**src/decode_pkg.sv**
```systemverilog
// Shared widths, RV32I opcodes, operation encodings and decode stage structs
package decode_pkg;

    localparam int XLEN       = 32;
    localparam int REG_ADDR_W = 5;

    ////////////////////////////////////////
    // Major opcodes, instr[6:0]
    ////////////////////////////////////////

    localparam logic [6:0] OPC_LUI    = 7'b0110111;
    localparam logic [6:0] OPC_AUIPC  = 7'b0010111;
    localparam logic [6:0] OPC_JAL    = 7'b1101111;
    localparam logic [6:0] OPC_JALR   = 7'b1100111;
    localparam logic [6:0] OPC_BRANCH = 7'b1100011;
    localparam logic [6:0] OPC_LOAD   = 7'b0000011;
    localparam logic [6:0] OPC_STORE  = 7'b0100011;
    localparam logic [6:0] OPC_OP_IMM = 7'b0010011;
    localparam logic [6:0] OPC_OP     = 7'b0110011;
    localparam logic [6:0] OPC_FENCE  = 7'b0001111;
    localparam logic [6:0] OPC_SYSTEM = 7'b1110011;

    localparam logic [XLEN-1:0] NOP_WORD = 32'h0000_0013;  // addi x0, x0, 0

    typedef enum logic [2:0] {
        OTHER_UNIT  = 3'b000,                       // Bypass, shifter and invalid
        ALU_UNIT    = 3'b001,
        BRANCH_UNIT = 3'b010,
        MEMORY_UNIT = 3'b011
    } unit_e;

    // Upper octal digit is the execution unit, lower digit picks the op.
    // The ALU digit has room for eight codes only, so the shifter and the
    // LUI bypass share the OTHER unit with NOP and INVALID.
    typedef enum logic [5:0] {
        NOP     = 6'o00,
        LUI     = 6'o01,
        SLL     = 6'o02,
        SRL     = 6'o03,
        SRA     = 6'o04,
        INVALID = 6'o07,
        ADD     = 6'o10,
        SUB     = 6'o11,
        SLT     = 6'o12,
        SLTU    = 6'o13,
        XOR     = 6'o14,
        OR      = 6'o15,
        AND     = 6'o16,
        JAL     = 6'o20,
        JALR    = 6'o21,
        BEQ     = 6'o22,
        BNE     = 6'o23,
        BLT     = 6'o24,
        BGE     = 6'o25,
        BLTU    = 6'o26,
        BGEU    = 6'o27,
        LB      = 6'o30,
        LH      = 6'o31,
        LW      = 6'o32,
        LBU     = 6'o33,
        LHU     = 6'o34,
        SB      = 6'o35,
        SH      = 6'o36,
        SW      = 6'o37
    } op_e;

    typedef enum logic [2:0] {
        R_TYPE,
        I_TYPE,
        S_TYPE,
        B_TYPE,
        U_TYPE,
        J_TYPE
    } format_e;

    typedef struct packed {
        logic [REG_ADDR_W-1:0] rd;                  // Locked destination
        logic                  is_store;            // Pending memory write
    } lock_entry_t;

    typedef struct packed {
        op_e             op;
        logic [XLEN-1:0] first_operand;
        logic [XLEN-1:0] second_operand;
        logic [XLEN-1:0] third_operand;
        logic [XLEN-1:0] pc;
        logic            exception;                 // Invalid encoding
    } issue_t;

endpackage
```
**src/reg_lock_queue.sv**
```systemverilog
// Two-entry lock queue of destinations and store flags of issued instructions
`timescale 1ns/1ps

module reg_lock_queue (
    input  logic                    clk,
    input  logic                    reset,
    input  logic                    stall_i,
    input  decode_pkg::lock_entry_t entry_i,
    output decode_pkg::lock_entry_t entry0_o,
    output decode_pkg::lock_entry_t entry1_o
);
    import decode_pkg::*;

    // entry0 is the instruction now in execute, entry1 the one after it
    always_ff @(posedge clk) begin
        if (reset) begin
            entry0_o <= '0;
            entry1_o <= '0;
        end else if (!stall_i) begin
            entry0_o <= entry_i;                    // Newest issue
            entry1_o <= entry0_o;                   // Ages one stage
        end
    end

    // Back-pressure from execute must freeze both locks
    a_stall_holds: assert property (
        @(posedge clk) disable iff (reset)
        (!reset && stall_i) |=> ($stable(entry0_o) && $stable(entry1_o))
    ) else $error("lock queue moved during stall");

endmodule

```
**config.mk**
```make
export PLATFORM = sky130hd
export DESIGN_NAME = reg_lock_queue
export DESIGN_NICKNAME = d
export VERILOG_FILES = /design/src/decode_pkg.sv /design/src/reg_lock_queue.sv
export SDC_FILE = /design/constraint.sdc
export NUM_CORES = 1
export LEC_CHECK = 0
export ABC_AREA = 1
export BUFFER_PORTS_ARGS = -buffer_cell sky130_fd_sc_hd__buf_2
export CORE_AREA = 5 5 42 44
export DETAILED_ROUTE_END_ITERATION = 16
export DIE_AREA = 0 0 47 49
export HOLD_SLACK_MARGIN = 0.03
export MAX_ROUTING_LAYER = met4
export PLACE_DENSITY = 0.67
export SETUP_SLACK_MARGIN = 0.1
export SLEW_MARGIN = 20
export SYNTH_ARGS = -nofsm -noshare
export SYNTH_HDL_FRONTEND = slang
export SYNTH_SLANG_ARGS = --single-unit
export TNS_END_PERCENT = 1
```
**constraint.sdc**
```tcl
create_clock -name clk -period 0.8 [get_ports clk]
set_input_delay 0.04 -clock clk [delete_from_list [all_inputs] [get_ports clk]]
set_output_delay 0.04 -clock clk [all_outputs]
set_load 0.05 [all_outputs]
```
* Word level (Yosys, flattened, before mapping)
Index checks and enable logic that the tools add are counted.
Widths: inputs -> output; s select.
** Storage, ports and cells
- Memory bits (writable) :: 0
- Memory bits (read-only) :: 0
- Input bits :: 9
- Word-level logic and storage cells :: 4
- Output and inout bits :: 12
- Bits in latches :: 0
- Register bits after elaboration :: 12
- Memories :: 0
** Operators by class
- Reduce and logical (&&, ||, !) cells :: 0
- Div/mod/pow operators :: 0
- Multiply operators :: 0
- Add/sub/neg operators :: 0
- Mux-type cells :: 0
- Eq/ne operators :: 0
- Bitwise gates (word level) :: 0
- $lt $le $gt $ge :: 0
- Shifts and indexed selects :: 0

* Logic depth before layout (Yosys ltp)
- Word-level depth :: 0
- Depth in mapped cells :: 4
- Gate-level depth less buffers :: 4

* Worst setup path after synthesis
OpenSTA, ideal clock, no wires.
- Path type :: reg-to-reg
- From :: register, netlist name entry0_o[0]
- To :: register entry0_o[0] (netlist name)
- Data required time :: 0.736 ns
- Clock period less this slack :: 0.928 ns
- Slack :: -0.128 ns
- Arrival time :: 0.864 ns
- Setup time :: 0.064 ns
- Path buffers :: 0
- Cell stages (with the launch flop) :: 5
- Path through :: dfxtp_1 > inv_1 > nand2_1 > nand2_1 > nor2_1
** RTL lines
- end signal: assignment :: line reg_lock_queue.sv:20 : entry0_o <= entry_i;
- end: declaration :: line reg_lock_queue.sv:9 : output decode_pkg::lock_entry_t entry0_o,

* Worst setup path after layout
- From :: register entry0_o[4] (netlist name)
- To :: output port entry0_o[4] (netlist name)
No word-level cell between the ends.

==> impl_metrics.env <==
export IMPL_syn_area_um2=497
export IMPL_clk_latency_ps=270
export IMPL_setup_slack_ps=-11.6
export IMPL_skew_ps=1.25
export IMPL_reg2regPathDepth=5
export IMPL_placedCellCount=109
export IMPL_ys_warn_count=0
export IMPL_critPathBufInv=1
export IMPL_ant_nets=0
export IMPL_place_gp_congestion=0.633
export IMPL_cts_buffer_depth=2
export IMPL_drt_pass1_iter_count=3
export IMPL_h_tree_depth=1
export IMPL_clk_pin_slew_ps=70
export IMPL_r2r_end="entry0_o[4]"
export IMPL_drc=0
export IMPL_grt_overflow=0
export IMPL_initial_utilization_pct=35.4
export IMPL_tightest_slew_ps=377
export IMPL_critPathLaunchType="flop"
export IMPL_crit_chain="buf_8"
export IMPL_p_comb_share_pct=28.1
export IMPL_core_area_mm2=0.00140
export IMPL_grt_max_degree=25
export IMPL_peakVddDrop_mv=1.24
export IMPL_slew_viol_final=0
export IMPL_die_height_um=49
export IMPL_max_cap_violations=0
export IMPL_hold_end="entry1_o[2]"
export IMPL_cts_buffers_inserted=3
export IMPL_holdCritStartpoint="reset"
export IMPL_slew_headroom_pct=74.9
export IMPL_hold_viol=0
export IMPL_cp_end_kind="output port"
export IMPL_synth_top_area_cell="dfxtp_1"
export IMPL_final_nets=119
export IMPL_finalCritPeriodShare_pct=101
export IMPL_syn_nets=85
export IMPL_crit_required_ps=760
export IMPL_area_growth_pct=75.1
export IMPL_sw_frac_of_total_pct=30.2
export IMPL_cts_tree="done"
export IMPL_critPathKind="reg2out"
export IMPL_fin_hold_ws_ps=174
export IMPL_syn_inst=76
export IMPL_grt_pass1_wl_um=1810
export IMPL_violations="negative setup slack"
export IMPL_n_antenna_cell=0
export IMPL_seqPwrFrac_pct=42.3
export IMPL_first_global_vias=423
export IMPL_viasPerCell=4.13
export IMPL_p_per_area_mw_per_mm2=1850
export IMPL_grt_setup_unrepaired="yes"
export IMPL_hpwl_um=693
export IMPL_power_static_leakage_nw=0.451
export IMPL_hold_path_class="in2reg"
export IMPL_vias=516
export IMPL_min_path_cells=4
export IMPL_clock_root_buffer="clkbuf_4"
export IMPL_synth_top_cell_area_share_pct=48.4
export IMPL_period_needed_ps=812
export IMPL_ys_top_cells_by_area="dfxtp_1 (48%), nand2_1 (18%), nor2_1 (18%)"
export IMPL_clkPwrFrac_pct=29.6
export IMPL_cpMaxStageDelayCell="dfxtp_2"
export IMPL_status="finished with violations"
export IMPL_stdcell_count=125
export IMPL_async_flop_share_pct=0
export IMPL_max_freq_mhz=1230
export IMPL_r2r_setup_slack_ps=30
export IMPL_setup_viol=9
export IMPL_cp_arrival_ps=770
export IMPL_stdcell_area_um2=870
export IMPL_synth_seq_cells=12
export IMPL_ys_seq_area_share_pct=48.4
export IMPL_port_buffers=20
export IMPL_yosysUniqueCellTypes=6
export IMPL_numClockSinks=12
export IMPL_cp_depth=1
export IMPL_ios=21
export IMPL_drive_above_1_share_pct=43.1
export IMPL_wire_per_inst_um=8.65
export IMPL_critPathMaxStageDelay_ps=350
export IMPL_synth_common_cells="nand2_1 (24), nor2_1 (24), inv_1 (13), dfxtp_1 (12), buf_6 (2)"
export IMPL_intPower_mw=1.12
export IMPL_p_switching_mw=0.486
export IMPL_die_w_um=47
export IMPL_postSynthAreaPerCell_um2=6.54
export IMPL_crit_family="flip-flops"
export IMPL_rows=14
export IMPL_grtUsageTotal_pct=11.2
export IMPL_drt_total_wl_um=1080
export IMPL_utilization_pct=62.1
export IMPL_synth_ff_type="dfxtp_1"
export IMPL_die_area_mm2=0.00230
export IMPL_total_power_mw=1.61
export IMPL_worstReg2RegStart="entry0_o[4]"
export IMPL_worst_path_max_fanout=2
export IMPL_place_area_um2=607
export IMPL_antenna_found_initial=0
export IMPL_synth_edf_count=0
export IMPL_drt_iter0_markers=5
layout make-up:
type	instances	area, um2
fill	133	532
inverter	13	48.8
timing repair buffer	32	322
sequential	12	258
clock buffer	4	36.3
multi-input combinational	48	185
tap	16	20.0
power by group through the flow:
stage / Combinational, mW / Sequential, mW / Clock (mW)
after floorplan: 0.103 / 0.829 / 0
after global placement: 0.308 / 0.682 / 0
after detailed placement: 0.312 / 0.683 / 0
after CTS: 0.440 / 0.678 / 0.509
after global routing: 0.488 / 0.687 / 0.534
final: 0.452 / 0.681 / 0.476
cell usage in the layout, fill, tap and decap left out:
master / Yosys / routed
inv_1: 13 / 10
buf_2: 1 / 8
buf_8: 0 / 10
buf_6: 2 / 3
inv_2: 0 / 3
clkbuf_4: 0 / 3
clkbuf_8: 0 / 1
dfxtp_4: 0 / 1
nor2_2: 0 / 2
nand2_1: 24 / 24
dfxtp_2: 0 / 11
buf_4: 0 / 5
nor2_1: 24 / 22
dlygate4sd3_1: 0 / 6
sequential cells by signal (all words and copies together) (netlist names):
register  flops
entry0_o      6
entry1_o      6
worst max-delay path by stage:
stage	endpoint	startpoint
2_1_floorplan	entry0_o[2]	entry0_o[2]
3_3_place_gp	entry1_o[4]	stall_i
3_5_place_dp	entry1_o[4]	stall_i
4_1_cts	entry0_o[0]	entry0_o[0]
5_1_grt	entry0_o[0]	entry0_o[0]
6_report	entry0_o[4]	entry0_o[4]
stage by stage:
| step | setup TNS (ps) | setup WS (ps) |
|---|---|---|
| 5_1_grt | -527 | -50.3 |
| 3_3_place_gp | 0 | 136 |
| 3_5_place_dp | 0 | 117 |
| 4_1_cts | -249 | -29.7 |
| 6_report | -50.6 | -11.6 |
| 2_1_floorplan | 0 | 34.6 |
logic make-up after synthesis:
group	synth area share, %
buffers and inverters	15.4
flip-flops	48.4
AND/OR/NAND/NOR	36.3
metal layers:
| metal | vias to the layer above | wire, um | GRT usage (%) |
|---|---|---|---|
| met5 | - | 0 | - |
| met4 | 0 | 38 | 8.29 |
| met3 | 5 | 85 | 2.95 |
| met2 | 15 | 555 | 16.7 |
| met1 | 215 | 402 | 12.2 |
| li1 | 281 | - | - |
what timing repair did:
item,in CTS,in global routing
endpoints found under the hold margin,6,0
buffers inserted,6,0
pin swaps,3,3
cloned,0,0
hold buffers,6,0
endpoints found under the setup margin,12,24
resized for setup,32,8
(Power assumes the default switching activity.)
