===== src/decode_pkg.sv =====
// Shared widths, RV32I opcodes, operation encodings and decode stage structs
package decode_pkg;

    localparam int XLEN       = 32;
    localparam int REG_ADDR_W = 5;

    ////////////////////////////////////////
    // Major opcodes, instr[6:0]
    ////////////////////////////////////////

    localparam logic [6:0] OPC_LUI    = 7'b0110111;
    localparam logic [6:0] OPC_AUIPC  = 7'b0010111;
    localparam logic [6:0] OPC_JAL    = 7'b1101111;
    localparam logic [6:0] OPC_JALR   = 7'b1100111;
    localparam logic [6:0] OPC_BRANCH = 7'b1100011;
    localparam logic [6:0] OPC_LOAD   = 7'b0000011;
    localparam logic [6:0] OPC_STORE  = 7'b0100011;
    localparam logic [6:0] OPC_OP_IMM = 7'b0010011;
    localparam logic [6:0] OPC_OP     = 7'b0110011;
    localparam logic [6:0] OPC_FENCE  = 7'b0001111;
    localparam logic [6:0] OPC_SYSTEM = 7'b1110011;

    localparam logic [XLEN-1:0] NOP_WORD = 32'h0000_0013;  // addi x0, x0, 0

    typedef enum logic [2:0] {
        OTHER_UNIT  = 3'b000,                       // Bypass, shifter and invalid
        ALU_UNIT    = 3'b001,
        BRANCH_UNIT = 3'b010,
        MEMORY_UNIT = 3'b011
    } unit_e;

    // Upper octal digit is the execution unit, lower digit picks the op.
    // The ALU digit has room for eight codes only, so the shifter and the
    // LUI bypass share the OTHER unit with NOP and INVALID.
    typedef enum logic [5:0] {
        NOP     = 6'o00,
        LUI     = 6'o01,
        SLL     = 6'o02,
        SRL     = 6'o03,
        SRA     = 6'o04,
        INVALID = 6'o07,
        ADD     = 6'o10,
        SUB     = 6'o11,
        SLT     = 6'o12,
        SLTU    = 6'o13,
        XOR     = 6'o14,
        OR      = 6'o15,
        AND     = 6'o16,
        JAL     = 6'o20,
        JALR    = 6'o21,
        BEQ     = 6'o22,
        BNE     = 6'o23,
        BLT     = 6'o24,
        BGE     = 6'o25,
        BLTU    = 6'o26,
        BGEU    = 6'o27,
        LB      = 6'o30,
        LH      = 6'o31,
        LW      = 6'o32,
        LBU     = 6'o33,
        LHU     = 6'o34,
        SB      = 6'o35,
        SH      = 6'o36,
        SW      = 6'o37
    } op_e;

    typedef enum logic [2:0] {
        R_TYPE,
        I_TYPE,
        S_TYPE,
        B_TYPE,
        U_TYPE,
        J_TYPE
    } format_e;

    typedef struct packed {
        logic [REG_ADDR_W-1:0] rd;                  // Locked destination
        logic                  is_store;            // Pending memory write
    } lock_entry_t;

    typedef struct packed {
        op_e             op;
        logic [XLEN-1:0] first_operand;
        logic [XLEN-1:0] second_operand;
        logic [XLEN-1:0] third_operand;
        logic [XLEN-1:0] pc;
        logic            exception;                 // Invalid encoding
    } issue_t;

endpackage

===== src/imm_gen.sv =====
// Immediate generator with sign extension for the I, S, B, U and J formats
`timescale 1ns/1ps

module imm_gen (
    input  logic [decode_pkg::XLEN-1:0] instr_i,
    input  decode_pkg::format_e         format_i,
    output logic [decode_pkg::XLEN-1:0] imm_o
);
    import decode_pkg::*;

    logic sign;

    assign sign = instr_i[31];                      // Always the top bit

    always_comb begin
        case (format_i)
            I_TYPE: begin
                imm_o = {{21{sign}}, instr_i[30:20]};
            end
            S_TYPE: begin
                imm_o = {{21{sign}}, instr_i[30:25], instr_i[11:7]};
            end
            B_TYPE: begin
                imm_o = {{20{sign}},
                         instr_i[7],
                         instr_i[30:25],
                         instr_i[11:8],
                         1'b0};                     // Halfword aligned
            end
            U_TYPE: begin
                imm_o = {instr_i[31:12], 12'h000};
            end
            J_TYPE: begin
                imm_o = {{12{sign}},
                         instr_i[19:12],
                         instr_i[20],
                         instr_i[30:25],
                         instr_i[24:21],
                         1'b0};
            end
            default: begin
                imm_o = '0;                         // R format has none
            end
        endcase
    end

endmodule


===== config.mk =====
export PLATFORM = sky130hd
export DESIGN_NAME = imm_gen
export DESIGN_NICKNAME = d
export VERILOG_FILES = /design/src/decode_pkg.sv /design/src/imm_gen.sv
export SDC_FILE = /design/constraint.sdc
export NUM_CORES = 1
export LEC_CHECK = 0
export BUFFER_PORTS_ARGS = -buffer_cell sky130_fd_sc_hd__buf_4
export CORE_AREA = 2 2 39 41
export DETAILED_ROUTE_END_ITERATION = 10
export DIE_AREA = 0 0 41 43
export PLACE_DENSITY = 0.95
export SYNTH_ARGS = -nofsm -noshare
export SYNTH_HDL_FRONTEND = slang
export SYNTH_SLANG_ARGS = --single-unit
export TNS_END_PERCENT = 5

===== constraint.sdc =====
create_clock -name vclk -period 2.3
set_input_delay 0.345 -clock vclk [all_inputs]
set_output_delay 0.345 -clock vclk [all_outputs]
set_load 0.02 [all_outputs]

-- Word level (Yosys, flattened, before mapping)
Index checks and enable logic that the tools add are counted.
- register bits: 0
- bits of input ports: 35
- output and inout bits: 32
- logic and storage cells: 6
- equal/unequal tests: 5
- mux-type cells: 1
- operators by type and width (kind ; number):
    $pmux 32 s5 ; 1
    $eq 3x2->1 const B ; 2
    $eq 3x3->1 const B ; 2
    $eq 3x1->1 const B ; 1

-- Longest topological paths before layout
Gate-level depths: netlist (run 1).
- depth after elaboration: 2
- mapped depth: 5

-- Worst setup path after synthesis (run 1)
OpenSTA, ideal clock, no wires.
- path kind: in2out
- start: in format_i[0]
- end: out imm_o[20] (netlist name)
- arrival: 1.357 ns
- required time: 1.955 ns
- slack: 0.598 ns
- stages: 5
- cells stage by stage: buf_2 and2b_1 buf_4 nand2_1 o21ai_0
- cells in the longest elaborated chain, start to end: 2
- elaborated cells on any way between the ends: 6
- RTL lines (element ; line ; source):
    start: declaration ; imm_gen.sv:6 ; input decode_pkg::format_e format_i,
    $eq 3x3->1 (tied with other cells) ; imm_gen.sv:16 ; case (format_i)
    $pmux 32 s5 (*) ; imm_gen.sv:16 ;
    end: declaration ; imm_gen.sv:7 ; output logic [decode_pkg::XLEN-1:0] imm_o
Mark *: on every way between the ends. The rest lies on a longest branch, timed or not.

-- Final worst setup path (run 1)
- start: in format_i[1]
- end: out imm_o[23] (netlist name)
The elaborated chain is that of the path after synthesis.

==> results of run 1 <==
[final cells by class]
class / count / area (sq um)
multi-input combinational: 60 / 357
tap: 16 / 20.0
fill: 142 / 557
timing repair buffer: 60 / 450
[final timing paths]
check | start | to | slack, ps | depth (start not counted)
worst max-delay path | format_i[1] | imm_o[23] | 340 | 5
worst min-delay path | instr_i[16] | imm_o[16] | 990 | 3
[through the flow]
stage / utilization / setup slack (ps) / hold WS, ps / area (sq um)
after floorplan: - / 598 / 770 / 390
after global placement: 0.598 / 412 / 987 / 827
after detailed placement: 0.598 / 339 / 984 / 827
after CTS: 0.598 / 341 / 988 / 827
after global routing: 0.598 / 236 / 1000 / 827
final: 0.598 / 341 / 987 / 827
[where the power goes]
group          switching [W]  total [W]  internal [W]
sequential                 0          0             0
clock                      0          0             0
combinational       0.000115   0.000221      0.000106
total               0.000115   0.000221      0.000106
[metal layers]
metal / global-route usage / part of all wire
met4: 0 / 0
met2: 0.363 / 0.51
met1: 0.177 / 0.37
met3: 0.00524 / 0.12
met5: 0 / 0
[worst max-delay path, cell delays in order]
cell,delay [ps]
buf_4,170
nor2b_4,160
o21ai_1,500
o21ai_0,220
buf_4,210
[placed cells by master (no fill, tap or decap)]
cell type / n
buf_4: 60
a21o_1: 8
a22o_1: 3
o22a_1: 1
or2_1: 1
and2b_1: 1
nor2b_4: 1
o21ai_1: 3
o21a_1: 1
nor2_1: 3
nor2b_1: 1
o21ai_0: 10
nor3b_2: 1
nor2b_2: 1
nand2b_1: 1
nand2_1: 15
a311oi_1: 1
a21oi_1: 1
and2_1: 6
a31o_2: 1
[logic make-up (layout without fill, tap and decap cells)]
group,after synthesis,after routing,synth area share
and+or+nand+nor,31,31,0.426
AOI/OAI and AO/OA,29,29,0.487
buffers and inverters,6,60,0.0865
==> impl_metrics.ini, run 1 <==
[status]
outcome = complete, no violations

[route]
ant_nets = 0
dr.first_iter.drc_count = 7
dr_total_vias = 676
wirelength_microns = 1670
via_per_inst = 4.97
wire_per_inst_microns = 12.3
first_pass_iters = 4
drc = 0

[placed_design]
place_congestion = 0.776
port_buffers = 60
dp_hpwl_microns = 1400
place_inst = 136

[setup_path]
path_max_fanout = 20
worstPathArrival_ps = 1610
cp.required_ps = 1960
path_class = in2out
startpoint_type = input port
end_kind = primary output

[final_layout]
design.seq.count = 0
diodes = 0
nNetsFinal = 157
clkbuf_count = 0
regArea_sq_um = 0
syn_to_final_growth_pct = 112
fin_cells = 136
drive_gt1_frac = 0.533

[global_route]
first_global_vias = 614
grt-ovfl-total = 0
grtUsageTotal = 0.173
grt_max_degree = 21
grt_pass1_wl_microns = 2270
antenna_found_initial = 0

[flow_run]
max_cap_violations = 0

[synth]
synth_cell_type_count = 22
yosysTopAreaCell = a21o_1
post_synth.cell_area_avg_sq_um = 5.91
ys_top_cells_by_area = a21o_1 (15%), nand2_1 (14%), o21ai_0 (13%)
synth.yosys.seq_area_share = 0
yosysWarnings = 0
netlist_area_sq_um = 390
yosysMostFrequentCell = nand2_1
synth_top_cells_by_count = nand2_1 (15), o21ai_0 (10), a21o_1 (8), and2_1 (6)
syn_inst = 66
syn_nets = 101
synth_top_area_frac = 0.154

[floorplanning]
ios = 67
start_util = 0.282
die_x_microns = 41
die_h_microns = 43
rows = 14
die_area_sq_um = 1760
coreArea_sq_um = 1380

[pwr]
peakVddDrop_uv = 104
total_power_w = 0.000221
powerDensity_nw_per_um2 = 267
p_leak_nw = 0.479

[worst_hold_path]
hp-class = in2out

[clock_network]
cts_resized = 0
post_cts_buffers = 0
cts_hold_buf = 0

[timing]
finalSetupViolations = 0
fin_crit_sh = 0.852
hold_viol = 0
max_freq_mhz = 510
worst_pin_slew_ps = 607
setup_tns_ps = 0
max_slew_margin = 0.592
rsz0062_at_grt = false
period_needed_ps = 1960
drv_slew = 0
Power figures use the tool's default switching activity.
==> run 2: changes to the inputs <==
--- a/config.mk
+++ b/config.mk
@@ -9,7 +9,9 @@
 export CORE_AREA = 2 2 39 41
 export DETAILED_ROUTE_END_ITERATION = 10
 export DIE_AREA = 0 0 41 43
-export PLACE_DENSITY = 0.95
+export MAX_ROUTING_LAYER = met4
+export PLACE_DENSITY = 0.89
+export SLEW_MARGIN = 15
 export SYNTH_ARGS = -nofsm -noshare
 export SYNTH_HDL_FRONTEND = slang
 export SYNTH_SLANG_ARGS = --single-unit
==> run 2 against run 1 <==
Cell count is 0.74% higher. Critical path depth fell by 1. First-iteration DRC count is 71% lower. Sequential share of layout area stayed put. Global-route usage rose by 0.12 points. Critical endpoint is now imm_o[11]. Largest power group unchanged.
==> impl_metrics.ini, run 2 (same netlist as run 1, synthesis figures left out) <==
[status]
outcome = complete, no violations

[setup_path]
cp.required_ps = 1960
end_kind = primary output
startpoint_type = input port
cp_common_cell = buf_4
path_max_fanout = 20
worstPathArrival_ps = 1380
worst-path-buf-inv = 2
cp_top_family = simple AND/OR/NAND/NOR gates
path_class = in2out
slowest_delay_ps = 480
crit_slowest_cell = nor2b_1
crit_path_cell_trace = buf_4, nor2b_1, a31o_2, buf_4

[final_layout]
syn_to_final_growth_pct = 114
regArea_sq_um = 0
final_area_sq_um = 835
nNetsFinal = 158
diodes = 0
multi_input_area_sq_um = 357
mostFrequentLayoutCells = buf_4 (61), nand2_1 (15), o21ai_0 (10), a21o_1 (8), and2_1 (6)
fill_cells = 128
drive_gt1_frac = 0.537
fin_util = 0.603
clkbuf_count = 0
design.seq.count = 0
final_common_cell = buf_4

[floorplanning]
die_area_sq_um = 1760
rows = 14
die_x_microns = 41
ios = 67
die_h_microns = 43
coreArea_sq_um = 1380
start_util = 0.282

[route]
first_pass_iters = 3
dr_total_vias = 670
dr.first_iter.drc_count = 2
ant_nets = 0
via_per_inst = 4.89
drc = 0
wire_per_inst_microns = 11.0
wirelength_microns = 1510

[global_route]
grt-ovfl-total = 0
grt_pass1_wl_microns = 2240
antenna_found_initial = 0
grtUsageTotal = 0.174
first_global_vias = 562
grt_max_degree = 21

[timing]
hold_viol = 0
setup_tns_ps = 0
rsz0062_at_grt = false
max_freq_mhz = 580
worst_pin_slew_ps = 583
max_slew_margin = 0.610
fin_crit_sh = 0.750
period_needed_ps = 1720
finalSetupViolations = 0
drv_slew = 0

[pwr]
p_leak_nw = 0.484
peakVddDrop_uv = 129
powerDensity_nw_per_um2 = 263

[placed_design]
place_congestion = 0.755
port_buffers = 60
dp_hpwl_microns = 1270
dpl_cell_area_sq_um = 835

[clock_network]
post_cts_buffers = 0
cts_resized = 0
cts_hold_buf = 0

[worst_hold_path]
hp-class = in2out

[flow_run]
max_cap_violations = 0
-- run 2: power breakdown --
group	internal, W	switching, W
logic	0.000108	0.000112
registers	0	0
clock network	0	0
total	0.000108	0.000112
-- run 2: worst min-delay path, stage by stage --
cell,delay [ps]
buf_4,70
a21o_1,90
buf_4,130
-- run 2: layout make-up --
class | instances | area share
multi-input combinational | 60 | 0.427
tap | 16 | 0.0240
timing repair buffer | 61 | 0.549
-- run 2: worst paths after layout --
check	slack [ps]	depth (start not counted)	start	endpoint
worst min-delay path	990	3	instr_i[15]	imm_o[15]
worst max-delay path	580	4	format_i[1]	imm_o[11]
-- run 2: metal layers --
layer,track usage,routed length [microns],vias to the layer above
met4,0,0,0
met3,0.00524,215,0
li1,-,-,342
met1,0.184,534,283
met2,0.347,761,45
met5,-,0,-
-- run 2: metrics by stage --
step / setup slack [ps] / cells / power [W] / hold WS [ps]
final: 576 / 137 / 0.000220 / 986
after global routing: 477 / 137 / 0.000238 / 1000
after CTS: 547 / 137 / 0.000222 / 990
after detailed placement: 553 / 137 / 0.000222 / 990
after global placement: 593 / 137 / 0.000218 / 986
after floorplan: 598 / 66 / 0.000114 / 770
