<file path="src/decode_pkg.sv">
// Shared widths, RV32I opcodes, operation encodings and decode stage structs
package decode_pkg;

    localparam int XLEN       = 32;
    localparam int REG_ADDR_W = 5;

    ////////////////////////////////////////
    // Major opcodes, instr[6:0]
    ////////////////////////////////////////

    localparam logic [6:0] OPC_LUI    = 7'b0110111;
    localparam logic [6:0] OPC_AUIPC  = 7'b0010111;
    localparam logic [6:0] OPC_JAL    = 7'b1101111;
    localparam logic [6:0] OPC_JALR   = 7'b1100111;
    localparam logic [6:0] OPC_BRANCH = 7'b1100011;
    localparam logic [6:0] OPC_LOAD   = 7'b0000011;
    localparam logic [6:0] OPC_STORE  = 7'b0100011;
    localparam logic [6:0] OPC_OP_IMM = 7'b0010011;
    localparam logic [6:0] OPC_OP     = 7'b0110011;
    localparam logic [6:0] OPC_FENCE  = 7'b0001111;
    localparam logic [6:0] OPC_SYSTEM = 7'b1110011;

    localparam logic [XLEN-1:0] NOP_WORD = 32'h0000_0013;  // addi x0, x0, 0

    typedef enum logic [2:0] {
        OTHER_UNIT  = 3'b000,                       // Bypass, shifter and invalid
        ALU_UNIT    = 3'b001,
        BRANCH_UNIT = 3'b010,
        MEMORY_UNIT = 3'b011
    } unit_e;

    // Upper octal digit is the execution unit, lower digit picks the op.
    // The ALU digit has room for eight codes only, so the shifter and the
    // LUI bypass share the OTHER unit with NOP and INVALID.
    typedef enum logic [5:0] {
        NOP     = 6'o00,
        LUI     = 6'o01,
        SLL     = 6'o02,
        SRL     = 6'o03,
        SRA     = 6'o04,
        INVALID = 6'o07,
        ADD     = 6'o10,
        SUB     = 6'o11,
        SLT     = 6'o12,
        SLTU    = 6'o13,
        XOR     = 6'o14,
        OR      = 6'o15,
        AND     = 6'o16,
        JAL     = 6'o20,
        JALR    = 6'o21,
        BEQ     = 6'o22,
        BNE     = 6'o23,
        BLT     = 6'o24,
        BGE     = 6'o25,
        BLTU    = 6'o26,
        BGEU    = 6'o27,
        LB      = 6'o30,
        LH      = 6'o31,
        LW      = 6'o32,
        LBU     = 6'o33,
        LHU     = 6'o34,
        SB      = 6'o35,
        SH      = 6'o36,
        SW      = 6'o37
    } op_e;

    typedef enum logic [2:0] {
        R_TYPE,
        I_TYPE,
        S_TYPE,
        B_TYPE,
        U_TYPE,
        J_TYPE
    } format_e;

    typedef struct packed {
        logic [REG_ADDR_W-1:0] rd;                  // Locked destination
        logic                  is_store;            // Pending memory write
    } lock_entry_t;

    typedef struct packed {
        op_e             op;
        logic [XLEN-1:0] first_operand;
        logic [XLEN-1:0] second_operand;
        logic [XLEN-1:0] third_operand;
        logic [XLEN-1:0] pc;
        logic            exception;                 // Invalid encoding
    } issue_t;

endpackage
</file>
<file path="src/operand_issue.sv">
// Operand selection, static branch prediction and the issue output register
`timescale 1ns/1ps

module operand_issue (
    input  logic                        clk,
    input  logic                        reset,
    input  logic                        stall_i,
    input  logic                        hazard_i,
    input  decode_pkg::op_e             op_i,
    input  decode_pkg::format_e         format_i,
    input  logic [decode_pkg::XLEN-1:0] imm_i,
    input  logic [decode_pkg::XLEN-1:0] pc_i,
    input  logic [decode_pkg::XLEN-1:0] rs1_data_i,
    input  logic [decode_pkg::XLEN-1:0] rs2_data_i,
    output decode_pkg::issue_t          issue_o,
    output logic                        predicted_branch_o,
    output logic                        predict_taken_o,
    output logic [decode_pkg::XLEN-1:0] predict_pc_o
);
    import decode_pkg::*;

    localparam issue_t BUBBLE = '{
        op:             NOP,
        first_operand:  '0,
        second_operand: '0,
        third_operand:  '0,
        pc:             '0,
        exception:      1'b0
    };

    logic   unconditional;
    logic   conditional;
    issue_t next_issue;

    ////////////////////////////////////////
    // Static branch prediction
    ////////////////////////////////////////

    assign unconditional = (op_i == JAL) || (op_i == JALR);
    assign conditional   = (unit_e'(op_i[5:3]) == BRANCH_UNIT) && !unconditional;

    // Backward branches are usually loops
    assign predict_taken_o = unconditional || (conditional && imm_i[XLEN-1]);
    assign predict_pc_o    = pc_i + imm_i;

    always_ff @(posedge clk) begin
        predicted_branch_o <= predict_taken_o;      // Runs through stalls
    end

    ////////////////////////////////////////
    // Operands and issue register
    ////////////////////////////////////////

    always_comb begin
        next_issue.op = op_i;
        next_issue.first_operand = (format_i == U_TYPE || format_i == J_TYPE) ?
                                   pc_i : rs1_data_i;
        next_issue.second_operand = (format_i == R_TYPE || format_i == B_TYPE) ?
                                    rs2_data_i : imm_i;
        next_issue.third_operand = (format_i == S_TYPE) ? rs2_data_i : imm_i;
        next_issue.pc            = pc_i;
        next_issue.exception     = (op_i == INVALID);
    end

    always_ff @(posedge clk) begin
        if (reset) begin
            issue_o <= BUBBLE;
        end else if (!stall_i) begin
            if (hazard_i)
                issue_o <= BUBBLE;                  // Word waits for replay
            else
                issue_o <= next_issue;
        end
    end

endmodule

</file>
<file path="config.mk">
export PLATFORM = sky130hd
export DESIGN_NAME = operand_issue
export DESIGN_NICKNAME = d
export VERILOG_FILES = /design/src/decode_pkg.sv /design/src/operand_issue.sv
export SDC_FILE = /design/constraint.sdc
export NUM_CORES = 1
export LEC_CHECK = 0
export BUFFER_PORTS_ARGS = -buffer_cell sky130_fd_sc_hd__buf_2
export CELL_PAD_IN_SITES_DETAIL_PLACEMENT = 0
export CELL_PAD_IN_SITES_GLOBAL_PLACEMENT = 1
export CORE_ASPECT_RATIO = 0.9
export CORE_MARGIN = 2
export CORE_UTILIZATION = 38
export DETAILED_ROUTE_END_ITERATION = 6
export PLACE_DENSITY = 0.92
export SETUP_SLACK_MARGIN = 0.02
export SYNTH_ARGS = -nofsm -noshare
export SYNTH_HDL_FRONTEND = slang
export SYNTH_SLANG_ARGS = --single-unit
</file>
<file path="constraint.sdc">
create_clock -name clk -period 10 [get_ports clk]
set_input_delay 2 -clock clk [delete_from_list [all_inputs] [get_ports clk]]
set_output_delay 2 -clock clk [all_outputs]
set_load 0.05 [all_outputs]
</file>
## Yosys cells after proc, flatten, opt, wreduce, memory -nomap -nowiden

Index checks and enable logic that the tools add are counted.

- Output and inout port bits: 169
- Flip-flop bits (word level): 136
- Input bits: 141
- Word-level logic and storage cells: 28

- Equality and inequality tests: 8
- Reductions and logical operators: 8
- Multiplexer cells: 4
- Add/subtract/negate cells: 1

Operators by type and width:

| operator | count |
|---|---|
| $mux W135 | 1 |
| $mux W32 | 3 |
| $add A32 B32 Y32 | 1 |
| $eq A6 B5 Y1 const B | 2 |
| $eq A3 B2 Y1 const B | 3 |
| $eq A3 B3 Y1 const B | 2 |
| $eq A6 B3 Y1 const B | 1 |
| $logic_or A1 B1 Y1 | 4 |
| $logic_not A3 Y1 | 1 |
| $logic_and A1 B1 Y1 | 2 |
| $logic_not A1 Y1 | 1 |

## Depth between registers and ports, before layout

- Depth in word-level cells: 6
- Mapped depth: 9
- Gate-level depth less buffers: 9

## Worst setup path after synthesis

No wires, ideal clock.

- Path kind: input to output
- From: in imm_i[0] (netlist bit)
- To: out predict_pc_o[26] (netlist bit)
- Stages: 8
- Data required time: 8,000 ps
- Path buffers: 0
- Path slack: 3,130 ps
- Data arrival time: 4,870 ps
- Cells stage by stage: ha_1 > fa_1 > a21o_1 > a221oi_4 > o211ai_4 > a311oi_2 > nor2_1 > a311oi_1

- Longest elaborated chain between the ends: 1

Ends and longest elaborated chain:

| item | RTL line | source |
|---|---|---|
| start, declared | operand_issue.sv:11 | `input logic [decode_pkg::XLEN-1:0] imm_i,` |
| $add A32 B32 Y32 | operand_issue.sv:44 | `assign predict_pc_o = pc_i + imm_i;` |
| end, declared | operand_issue.sv:18 | `output logic [decode_pkg::XLEN-1:0] predict_pc_o` |

Every way passes these cells.

## Worst setup path in the final report

- From: in pc_i[4] (netlist bit)
- To: out predict_pc_o[31] (netlist bit)

- Longest elaborated chain between the ends: 1

Ends and longest elaborated chain:

| item | RTL line | source |
|---|---|---|
| start, declared | operand_issue.sv:12 | `input logic [decode_pkg::XLEN-1:0] pc_i,` |
| $add A32 B32 Y32 | operand_issue.sv:44 |  |

Every way passes these cells.

==> flow_summary.toml <==
[timing]
min_period_over_period = 0.675
worst_clock_skew_ns = 0
tns_ns = 0
hold_viol = 0
worst_slew_margin_rel = 0.199
fmax_mhz = 148
min_period_ns = 6.75
rsz0062_at_grt = "false"
setup_ws_ns = 3.25
tightestPinTransition_ns = 1.20
final-max-slew-violation-count = 0
setup_violations = 0

[die]
die_w_um = 150
io_pins = 310
core_mm2 = 0.0190
start_util = 0.385
dieArea_mm2 = 0.0204
dieHeight_um = 136
core.rowCount = 48

[power]
internal_power_w = 0.00107
power_density_mw_per_mm2 = 179
power_w = 0.00172
p_sw_w = 0.000645
pwr-share-clk = 0.365
swShare = 0.376
p_comb_frac = 0.300
ir_drop_uv = 117
seq_power_share = 0.335
power.leakage_nw = 4.45

[setup_path]
crit_path_max_incr_delay_ns = 0.56
r2r_cells = 2
crit_top_cell = "buf_2"
setup.worst_path.start_class = "input port"
cp-end-kind = "output pin"
cp.depth = 10
crit_fanout = 5
cp_slowest_cell = "o311ai_0"
crit_chain = "buf_2, ha_1, a21o_1, a31o_2, o21ai_0, a21oi_1, o311ai_0, a32oi_1, xnor2_1, buf_2"
worstSetupPathType = "input port to output pin"
cp_data_required_time_ns = 8.00
crit_buf_inv = 2
critPathTopFamily = "compound AO/OA/AOI/OAI gates"
worstPathArrival_ns = 4.75

[global_routing]
grt_max_degree = 79
grt_pass1_wl_um = 36600
grt.total_usage = 0.228
antenna_found_initial = 1
grt_pass1_vias = 6964
grt-ovfl-total = 0

[finish]
multi_input_area_mm2 = 0.00435
utilization = 0.503
area.growth.synth_to_final_pct = 30.8
drive_gt1_frac = 0.420
n_antenna_cell = 0
fill_cells = 1829
seqCellArea_mm2 = 0.00272
layout.nets = 1246

[drt]
vias = 7212
drc = 0
ant_nets = 0
avgRoutedWirePerCell_um = 17.8
drt_iter0_markers = 320
drt-total-wl_um = 23800
firstDrtPassIters = 5
viasPerCell = 5.40

[clock_network]
cts_hold_buf = 0
cts_buffer_depth = 2
cts_root_buf = "clkbuf_16"
cts_buffers = 17
cts_setup_buffers = 0
cts.sink_count = 136
htreeDepth = 4
cts_tree = "built"
cts_resized = 0
clk_pin_slew_ns = 0.06
clkLatencyLatePin_ns = 0.41

[placement]
place_hpwl_um = 17200
pre_cts_ws_ns = 3.17
portBuffers = 309
gp_congestion = 0.820

[synth]
synth-main-ff-cell = "dfxtp_1"
synth_nets = 978
synthArstFlopShare = 0
synth_cells = 805
ys_ff_latch = 136
synth_warnings = 0
avgSynthCellArea_um2 = 9.10
ys_types = 57
ys_seq_area_frac = 0.372
synth_edf_count = 0
syn-cell-area_mm2 = 0.00732

[hold_path]
hold_path_depth = 2
hold_path_class = "flip-flop to flip-flop"

[status]
status = "finished clean"

[job]
maxCapViolCount = 0
[stage by stage]
step	hold slack, ns	cells	cell area [um2]
floorplan	0.746	805	7320
detailed placement	0.482	1304	9000
CTS	0.499	1336	9580
global route	0.523	1336	9580
finish	0.492	1336	9580
global placement	0.472	1304	9000
[worst paths after layout]
path | slack (ns) | to | start
max | 3.25 | predict_pc_o[31] | pc_i[4]
max reg2reg | 9.28 | issue_o[15]$_SDFFE_PP0N_ | issue_o[15]$_SDFFE_PP0N_
min | 0.49 | issue_o[133]$_SDFFE_PP0N_ | issue_o[133]$_SDFFE_PP0N_
min reg2reg | 0.49 | issue_o[133]$_SDFFE_PP0N_ | issue_o[133]$_SDFFE_PP0N_
[logic make-up after synthesis]
logic type / after synthesis / share of synthesized area
AO/OA/AOI/OAI: 226 / 0.229
XOR/XNOR: 31 / 0.0371
adder cells (fa/ha/maj): 32 / 0.0557
buffers and inverters: 72 / 0.0384
flip-flops: 136 / 0.372
multiplexers: 96 / 0.148
AND/OR/NAND/NOR: 212 / 0.121
[power by group through the flow]
stage	combinational [W]	clock, W	sequential (W)
detailed placement	0.000515	0	0.000587
finish	0.000515	0.000628	0.000575
global placement	0.000512	0	0.000586
global route	0.000549	0.000667	0.000577
floorplan	0.000298	0	0.000664
CTS	0.000517	0.000644	0.000575
[registers in the layout, summed over array words and instances, names as in the netlist]
name                count
issue_o               135
predicted_branch_o      1
[final cells by class]
type	instances	share of cell area
well taps	250	0.0327
inverters	7	0.00274
clock buffers	17	0.0444
multi-input cells	597	0.454
clock inverters	15	0.0161
repair buffers	314	0.166
flip-flops and latches	136	0.284
[per-layer routing]
layer / global-route usage / vias up / part of all wire / wire, um
li1: - / 3489 / - / -
met1: 0.271 / 3428 / 0.41 / 9890
met2: 0.396 / 265 / 0.49 / 11700
met3: 0.0697 / 28 / 0.081 / 1930
met4: 0.0618 / 2 / 0.013 / 321
met5: 0 / - / 0.00055 / 13
[worst min-delay path, stage by stage (launching register included)]
cell     delay (ns)
dfxtp_1        0.33
a21oi_1        0.06
nor2_1         0.07
[layout by cell type (no fill, tap or decap), types with 3 or more instances in the layout]
cell	count
mux2_2	96
o21a_1	3
a21o_1	11
nand2_1	20
nor3_1	4
nand4_1	5
and3_1	4
inv_1	7
clkbuf_16	17
nor3b_1	3
dfxtp_1	136
buf_2	307
inv_8	3
a31oi_1	4
xnor2_1	18
o21bai_1	3
a21oi_1	29
o21ai_0	12
inv_6	7
nor2_1	157
xor2_1	13
a22oi_1	132
ha_1	31
buf_4	7
nand3_1	6
[Yosys cell counts, types with 2 or more instances]
cell / count / area (um2)
a211o_1: 2 / 17.5
a211oi_1: 2 / 15.0
a21o_1: 11 / 82.6
a21oi_1: 29 / 145
a22oi_1: 132 / 991
a311oi_1: 2 / 17.5
a311oi_2: 2 / 30.0
a31o_2: 2 / 17.5
a31oi_1: 4 / 25.0
and2_1: 2 / 12.5
and3_1: 4 / 25.0
and4_1: 2 / 17.5
buf_1: 5 / 18.8
buf_2: 3 / 15.0
clkbuf_1: 56 / 210
dfxtp_1: 136 / 2720
ha_1: 31 / 388
inv_1: 7 / 26.3
mux2_2: 96 / 1080
nand2_1: 20 / 75.1
nand3_1: 6 / 30.0
nand4_1: 5 / 31.3
nor2_1: 159 / 597
nor2b_1: 3 / 18.8
nor3_1: 4 / 20.0
nor3b_1: 4 / 30.0
o21a_1: 3 / 22.5
o21ai_0: 12 / 60.1
o21bai_1: 3 / 22.5
o31ai_1: 2 / 15.0
xnor2_1: 18 / 158
xor2_1: 13 / 114
Note: power is estimated with default switching activity, not from simulation.
