File: config.mk
export PLATFORM = sky130hd
export DESIGN_NAME = hazard_unit
export DESIGN_NICKNAME = d
export VERILOG_FILES = /design/src/decode_pkg.sv /design/src/hazard_unit.sv
export SDC_FILE = /design/constraint.sdc
export NUM_CORES = 1
export LEC_CHECK = 0
export BUFFER_PORTS_ARGS = -buffer_cell sky130_fd_sc_hd__buf_2
export CORE_ASPECT_RATIO = 1.75
export CORE_UTILIZATION = 33
export CTS_BUF_LIST = sky130_fd_sc_hd__clkbuf_16
export CTS_CLUSTER_SIZE = 8
export DETAILED_ROUTE_END_ITERATION = 16
export PLACE_DENSITY = 0.67
export SLEW_MARGIN = 5
export SYNTH_ARGS = -nofsm -noshare
export SYNTH_HDL_FRONTEND = slang
export SYNTH_SLANG_ARGS = --single-unit
File: constraint.sdc
create_clock -name clk -period 2.1 [get_ports clk]
set_input_delay 0.105 -clock clk [delete_from_list [all_inputs] [get_ports clk]]
set_output_delay 0.105 -clock clk [all_outputs]
set_load 0.03 [all_outputs]
File: src/decode_pkg.sv
// Shared widths, RV32I opcodes, operation encodings and decode stage structs
package decode_pkg;

    localparam int XLEN       = 32;
    localparam int REG_ADDR_W = 5;

    ////////////////////////////////////////
    // Major opcodes, instr[6:0]
    ////////////////////////////////////////

    localparam logic [6:0] OPC_LUI    = 7'b0110111;
    localparam logic [6:0] OPC_AUIPC  = 7'b0010111;
    localparam logic [6:0] OPC_JAL    = 7'b1101111;
    localparam logic [6:0] OPC_JALR   = 7'b1100111;
    localparam logic [6:0] OPC_BRANCH = 7'b1100011;
    localparam logic [6:0] OPC_LOAD   = 7'b0000011;
    localparam logic [6:0] OPC_STORE  = 7'b0100011;
    localparam logic [6:0] OPC_OP_IMM = 7'b0010011;
    localparam logic [6:0] OPC_OP     = 7'b0110011;
    localparam logic [6:0] OPC_FENCE  = 7'b0001111;
    localparam logic [6:0] OPC_SYSTEM = 7'b1110011;

    localparam logic [XLEN-1:0] NOP_WORD = 32'h0000_0013;  // addi x0, x0, 0

    typedef enum logic [2:0] {
        OTHER_UNIT  = 3'b000,                       // Bypass, shifter and invalid
        ALU_UNIT    = 3'b001,
        BRANCH_UNIT = 3'b010,
        MEMORY_UNIT = 3'b011
    } unit_e;

    // Upper octal digit is the execution unit, lower digit picks the op.
    // The ALU digit has room for eight codes only, so the shifter and the
    // LUI bypass share the OTHER unit with NOP and INVALID.
    typedef enum logic [5:0] {
        NOP     = 6'o00,
        LUI     = 6'o01,
        SLL     = 6'o02,
        SRL     = 6'o03,
        SRA     = 6'o04,
        INVALID = 6'o07,
        ADD     = 6'o10,
        SUB     = 6'o11,
        SLT     = 6'o12,
        SLTU    = 6'o13,
        XOR     = 6'o14,
        OR      = 6'o15,
        AND     = 6'o16,
        JAL     = 6'o20,
        JALR    = 6'o21,
        BEQ     = 6'o22,
        BNE     = 6'o23,
        BLT     = 6'o24,
        BGE     = 6'o25,
        BLTU    = 6'o26,
        BGEU    = 6'o27,
        LB      = 6'o30,
        LH      = 6'o31,
        LW      = 6'o32,
        LBU     = 6'o33,
        LHU     = 6'o34,
        SB      = 6'o35,
        SH      = 6'o36,
        SW      = 6'o37
    } op_e;

    typedef enum logic [2:0] {
        R_TYPE,
        I_TYPE,
        S_TYPE,
        B_TYPE,
        U_TYPE,
        J_TYPE
    } format_e;

    typedef struct packed {
        logic [REG_ADDR_W-1:0] rd;                  // Locked destination
        logic                  is_store;            // Pending memory write
    } lock_entry_t;

    typedef struct packed {
        op_e             op;
        logic [XLEN-1:0] first_operand;
        logic [XLEN-1:0] second_operand;
        logic [XLEN-1:0] third_operand;
        logic [XLEN-1:0] pc;
        logic            exception;                 // Invalid encoding
    } issue_t;

endpackage
File: src/hazard_unit.sv
// Hazard unit with replay register, lock entry generation and hazard detection
`timescale 1ns/1ps

module hazard_unit (
    input  logic                        clk,
    input  logic [decode_pkg::XLEN-1:0] instruction_i,
    input  decode_pkg::op_e             op_i,
    input  decode_pkg::lock_entry_t     entry0_i,
    input  decode_pkg::lock_entry_t     entry1_i,
    output logic [decode_pkg::XLEN-1:0] instr_o,
    output decode_pkg::lock_entry_t     entry_o,
    output logic                        hazard_o
);
    import decode_pkg::*;

    logic [XLEN-1:0]       instr_r;             // Word seen last cycle
    logic                  hazard_r;
    logic [REG_ADDR_W-1:0] rs1;
    logic [REG_ADDR_W-1:0] rs2;
    logic                  rs1_match;
    logic                  rs2_match;
    logic                  mem_conflict;
    logic                  store_op;

    ////////////////////////////////////////
    // Replay of the held word
    ////////////////////////////////////////

    always_comb begin
        if (hazard_r)
            instr_o = instr_r;                      // Decode it again
        else
            instr_o = instruction_i;
    end

    always_ff @(posedge clk) begin
        instr_r  <= instr_o;
        hazard_r <= hazard_o;
    end

    assign rs1 = instr_o[19:15];
    assign rs2 = instr_o[24:20];

    // Only the youngest lock can still be ahead of the register file write
    assign rs1_match    = (rs1 != '0) && (rs1 == entry0_i.rd);
    assign rs2_match    = (rs2 != '0) && (rs2 == entry0_i.rd);
    assign mem_conflict = (entry0_i.is_store || entry1_i.is_store) &&
                          (unit_e'(op_i[5:3]) == MEMORY_UNIT);
    assign hazard_o     = mem_conflict || rs1_match || rs2_match;

    assign store_op = (op_i == SB) || (op_i == SH) || (op_i == SW);

    always_comb begin
        if (hazard_o) begin
            entry_o = '0;                           // Bubble locks nothing
        end else begin
            entry_o.rd       = instr_o[11:7];
            entry_o.is_store = store_op;
        end
    end

    // A register bubble empties the youngest lock unless execute stalled
    a_bubble_clears_lock: assert property (
        @(posedge clk) (rs1_match || rs2_match) |=> ((entry0_i == '0) || $stable(entry0_i))
    ) else $error("register hazard did not clear the youngest lock");

endmodule

; Word level (Yosys, flattened, before mapping)
; Index checks and enable logic that the tools add are counted.
[op_classes]
bitwise = 0
eq_ne = 6
order_cmp = 0
reduce_logical = 10
multipliers = 0
shifts = 0
n_mux = 2
div = 0
add_sub_neg = 0
[ops]
columns = operator, n
row1 = 32-bit 2-to-1 mux, 1
row2 = 6-bit by 5-bit equality test with 1-bit output (second input constant), 3
row3 = 5-bit equality test, 2
row4 = 5-bit nonzero test, 2
row5 = 6-bit 2-to-1 mux, 1
row6 = 1-bit logical OR, 5
row7 = 3-bit by 2-bit equality test with 1-bit output (second input constant), 1
row8 = 1-bit logical AND, 3
[word_totals]
word_cells = 20
in_bits = 51
latch_bits = 0
rom_bits = 0
mem_bits_rw = 0
out_inout_bits = 39
reg_bits = 33
memories = 0

; Logic depth before layout (Yosys ltp)
[logic_depth]
word_depth = 6
depth_mapped = 6
mapped_depth_nobuf = 5

; Worst setup path after synthesis
; OpenSTA, ideal clock, no wires.
[synth_path]
path_kind = register to output
from = register hazard_r
to = output port entry_o[3] in the netlist's numbering
stages_incl_launch_ff = 6
arrival_ns = 2.552
n_path_buf = 1
path_slack_ns = -0.557
path_cell_list = dfxtp_1 -> buf_6 -> mux2_2 -> o41ai_4 -> a21oi_2 -> nor4b_1
[synth_rtl]
columns = element, line
row1 = from (decl), hazard_unit.sv:17  ; logic hazard_r;
row2 = from (signal assigned), hazard_unit.sv:38  ; hazard_r <= hazard_o;
row3 = to (decl), hazard_unit.sv:11  ; output decode_pkg::lock_entry_t entry_o,

==> out/summary.md <==
The HPWL reported at the end of detailed placement is 2550 µm, and the switching power total is 0.000604 W. The synthesized netlist occupies a cell area of 0.00129 mm². Clock-pin slew was measured on the worst setup and hold paths at 50 ps. The die covers 0.00416 mm². The H-tree generated during clock tree synthesis spans 2 levels.

sky130_fd_sc_hd__dfxtp_1 is the most common cell in the netlist. The slew of the pin with the lowest slew margin came out at 354 ps. Time the worst path needs with I/O delays and setup: 2290 ps. Global-route wire length before repair: 5150 µm. The cell family contributing the most delay on the critical path is simple AND/OR/NAND/NOR gates.

The min-delay analysis places its worst path in the category in -> reg. After filler insertion, the fill cell instance count of the layout stands at 323. The mean instance size in the synthesized netlist is 13.0 µm², and the via count of the first global-routing pass is 1246.

The final period utilization is 1.09, and the async set-reset flop share out of synthesis is 0. The share of post-route cells with drive strength above 1 was 0.728; the share of total power in the clock network was 0.333. The number of clock buffers added by TritonCTS is 5. The logs give 2180 ps for the signal arrival time at the worst endpoint and 0 for the number of maximum-capacitance constraint violations. The tools report the clock latency reported for the late side of the worst-skew pair as 270 ps.

For this run the aggregate overflow at the end of global routing stands at 0. The die outline height was 84.6 µm. The detail route stage leaves a number of antenna-violating nets equal to 0. Entering global routing, the biggest net connects 20 pins. CTS placed an instance of sky130_fd_sc_hd__clkbuf_16 at the clock tree root. Setup repair after global routing could not meet its margin everywhere.

The count of buffers inserted at the top-level ports was 84. Setup violations remaining at the end of the flow were counted as 7. The per-cell routed wire length came out at 13.1 µm. Together, buffers and inverters on the worst path number 2. The synthesis-stage register bit count works out to 33. The worst hold slack across all endpoints is 75.8 ps.

For this run, the slowest stage of the critical path takes 540 ps. The number of vias per cell after detailed routing is 4.67. The x dimension of the die is 49.2 µm, and the number of diodes added for antenna fixing is 0. The final weighted congestion in routability-driven placement is 0.748.

After the first detailed-routing iteration, the DRC count stood at 7. Slowest cell on the critical path: sky130_fd_sc_hd__or4_4. STA classifies the critical path endpoint as a primary output. Sorting the synthesized cells by area gives the leading types as sky130_fd_sc_hd__dfxtp_1, sky130_fd_sc_hd__mux2_2, sky130_fd_sc_hd__xnor2_1, sky130_fd_sc_hd__xor2_1, sky130_fd_sc_hd__mux2_4.

The final cell count without fillers is 248, and the count of flip-flops with a built-in enable after synthesis is 0. The tools report the worst setup slack after layout as -186 ps. The logs give 0.514 for the sequential area share after synthesis and 99 for the gate count after technology mapping.

The tools report the hold-fix buffer count after cts as 0. The core region is 0.00366 mm². The Yosys step of the flow raised 0 warnings. After synthesis, the netlist uses 22 different library cells. The number of DRC violations after detailed routing was 0; the count of TritonRoute iterations in the first routing pass was 2. Walking the worst path, the cells encountered are mux2_4 > xor2_1 > or4_4 > nor2_4 > buf_6 > nor4b_2 > buf_4.

TritonCTS built the clock tree. The net count after synthesis is 150, and the area fraction of the dominant cell type after synthesis is 0.514. Across all layers, the routed design uses 1158 vias. The checks that failed: setup timing. The run gives 90 as the I/O pin count. The overall routing resource usage is 0.163. The tools report the number of antenna violations at the first check in global routing as 0.

The run gives 0.364 as the sequential share of power. No sink is reached through more buffers than the 2 on the longest clock path. For this design the ratio of total power to cell area is 950 mW/mm².

Before CTS, the worst setup slack after placement is -122 ps. The worst-case clock skew is 4.66 ps, and the fmax is 0.437 GHz. In this run the worst path has a maximum fanout of 5.

The switching share of power was 0.303; the number of instances in the placed design was 237. The biggest area contributor in the post-synthesis netlist is sky130_fd_sc_hd__dfxtp_1. The run gives 33 as the clock sink count.

The run finished, with violations left. The internal portion of the total power is 0.00139 W. For the combinational fraction of design power, the log shows 0.303. The commonest cells after synthesis are sky130_fd_sc_hd__dfxtp_1, sky130_fd_sc_hd__mux2_2, sky130_fd_sc_hd__xnor2_1, sky130_fd_sc_hd__xor2_1. The critical path is of the reg -> out type. Final hold violation count: 0. The cell row count was 29; the data required time of the critical path was 2000 ps. The tools report the remaining max-slew budget at the tightest pin as 0.763.

After the last flow step, the layout net total stands at 252. The tools report the initial core utilization as 0.351. The most used flip-flop cell after synthesis is sky130_fd_sc_hd__dfxtp_1. The synthesis-to-layout area growth works out to 63.0%. The tools report the sort of element at the start of the critical path as a register. The final-report max-slew violation count was 0. The logs give 0.986 nW for the leakage power summed over all cells and 3250 µm for the total detailed-routing wirelength.

The worst-case IR drop observed on VDD is 0.684 mV.
-- cell families after synthesis --
kind of cell	synth area share
AO/OA/AOI/OAI	0.0457
XOR/XNOR	0.0545
buffers and inverters	0.0165
flip-flops	0.514
multiplexers	0.286
AND/OR/NAND/NOR	0.0837
-- cell usage in the layout, fill, tap and decap left out --
| cell | Yosys | final |
|---|---|---|
| sky130_fd_sc_hd__a21oi_1 | 1 | 1 |
| sky130_fd_sc_hd__a21oi_4 | 0 | 1 |
| sky130_fd_sc_hd__buf_2 | 2 | 77 |
| sky130_fd_sc_hd__buf_4 | 0 | 16 |
| sky130_fd_sc_hd__buf_6 | 1 | 4 |
| sky130_fd_sc_hd__buf_8 | 0 | 1 |
| sky130_fd_sc_hd__clkbuf_16 | 0 | 5 |
| sky130_fd_sc_hd__clkinv_1 | 0 | 2 |
| sky130_fd_sc_hd__clkinv_2 | 0 | 1 |
| sky130_fd_sc_hd__dfxtp_1 | 33 | 32 |
| sky130_fd_sc_hd__dfxtp_4 | 0 | 1 |
| sky130_fd_sc_hd__mux2_2 | 30 | 25 |
| sky130_fd_sc_hd__mux2_4 | 2 | 7 |
| sky130_fd_sc_hd__nand2_1 | 1 | 1 |
| sky130_fd_sc_hd__nand3b_1 | 1 | 1 |
| sky130_fd_sc_hd__nand4_1 | 1 | 1 |
| sky130_fd_sc_hd__nor2_1 | 3 | 3 |
| sky130_fd_sc_hd__nor2_4 | 1 | 1 |
| sky130_fd_sc_hd__nor3_1 | 3 | 3 |
| sky130_fd_sc_hd__nor4_1 | 2 | 1 |
| sky130_fd_sc_hd__nor4_2 | 0 | 1 |
| sky130_fd_sc_hd__nor4b_2 | 0 | 3 |
| sky130_fd_sc_hd__o211ai_1 | 1 | 1 |
| sky130_fd_sc_hd__o21ai_0 | 2 | 2 |
| sky130_fd_sc_hd__o41ai_4 | 1 | 1 |
| sky130_fd_sc_hd__or3_4 | 0 | 1 |
| sky130_fd_sc_hd__or4_4 | 0 | 1 |
| sky130_fd_sc_hd__xnor2_1 | 4 | 3 |
| sky130_fd_sc_hd__xnor2_2 | 0 | 1 |
| sky130_fd_sc_hd__xor2_1 | 4 | 4 |
-- stage by stage --
stage | area (µm²) | total power (W) | util | setup TNS [ps]
4_1_cts | 2070 | 0.00201 | 0.566 | -1270
6_report | 2100 | 0.00199 | 0.572 | -1260
2_1_floorplan | 1310 | 0.00111 | - | -1290
3_5_place_dp | 1850 | 0.00130 | 0.505 | -357
3_3_place_gp | 1850 | 0.00128 | 0.505 | -159
5_1_grt | 2100 | 0.00209 | 0.572 | -1590
-- power by group through the flow --
stage                     clock [W]  sequential [W]  combinational, W
after floorplan                   0        0.000728          0.000385
after global placement            0        0.000730          0.000551
after detailed placement          0        0.000735          0.000561
after CTS                  0.000687        0.000725          0.000599
after global routing       0.000725        0.000731          0.000637
final                      0.000664        0.000725          0.000604
-- worst register-to-register path: cells and delay by family, from the launching register on --
kind | cells | cell delay, ps
simple gates | 1 | 360
flops | 1 | 380
compound gates | 2 | 560
buf+inv | 1 | 140
mux | 1 | 330
-- flip-flops by register name (all words and copies together), names as in the netlist --
register / cells
instr_r: 32
hazard_r: 1
-- cell type report --
cell class / count / area [µm²] / area share
flip-flops and latches: 33 / 664 / 0.317
multi-input cells: 63 / 672 / 0.320
clock buffers: 5 / 125 / 0.0597
repair buffers: 98 / 566 / 0.270
clock inverters: 3 / 12.5 / 0.00597
well taps: 46 / 57.6 / 0.0274
-- what timing repair did --
action | 4_1_cts | 5_1_grt
gates resized for setup | 21 | 3
gates cloned | 0 | 0
endpoints found under the setup margin | 7 | 7
setup buffers | 2 | 1
pin swaps | 5 | 3
-- final timing paths --
kind | endpoint | start | cells past startpoint | slack (ps)
worst max-delay path | entry_o[3] | hazard_r$_DFF_P_ | 7 | -190
worst min register to register | instr_r[12]$_DFF_P_ | instr_r[12]$_DFF_P_ | 1 | 470
worst max register to register | hazard_r$_DFF_P_ | hazard_r$_DFF_P_ | 5 | 210
worst min-delay path | instr_r[31]$_DFF_P_ | instruction_i[31] | 2 | 80
-- layer usage --
metal	global-route usage	vias to the layer above	routed length [µm]
met5	0	-	0
met4	0.0642	0	39
met3	0.0543	4	284
met2	0.315	74	1790
met1	0.149	520	1140
li1	-	560	-
Power figures use the tool's default switching activity.
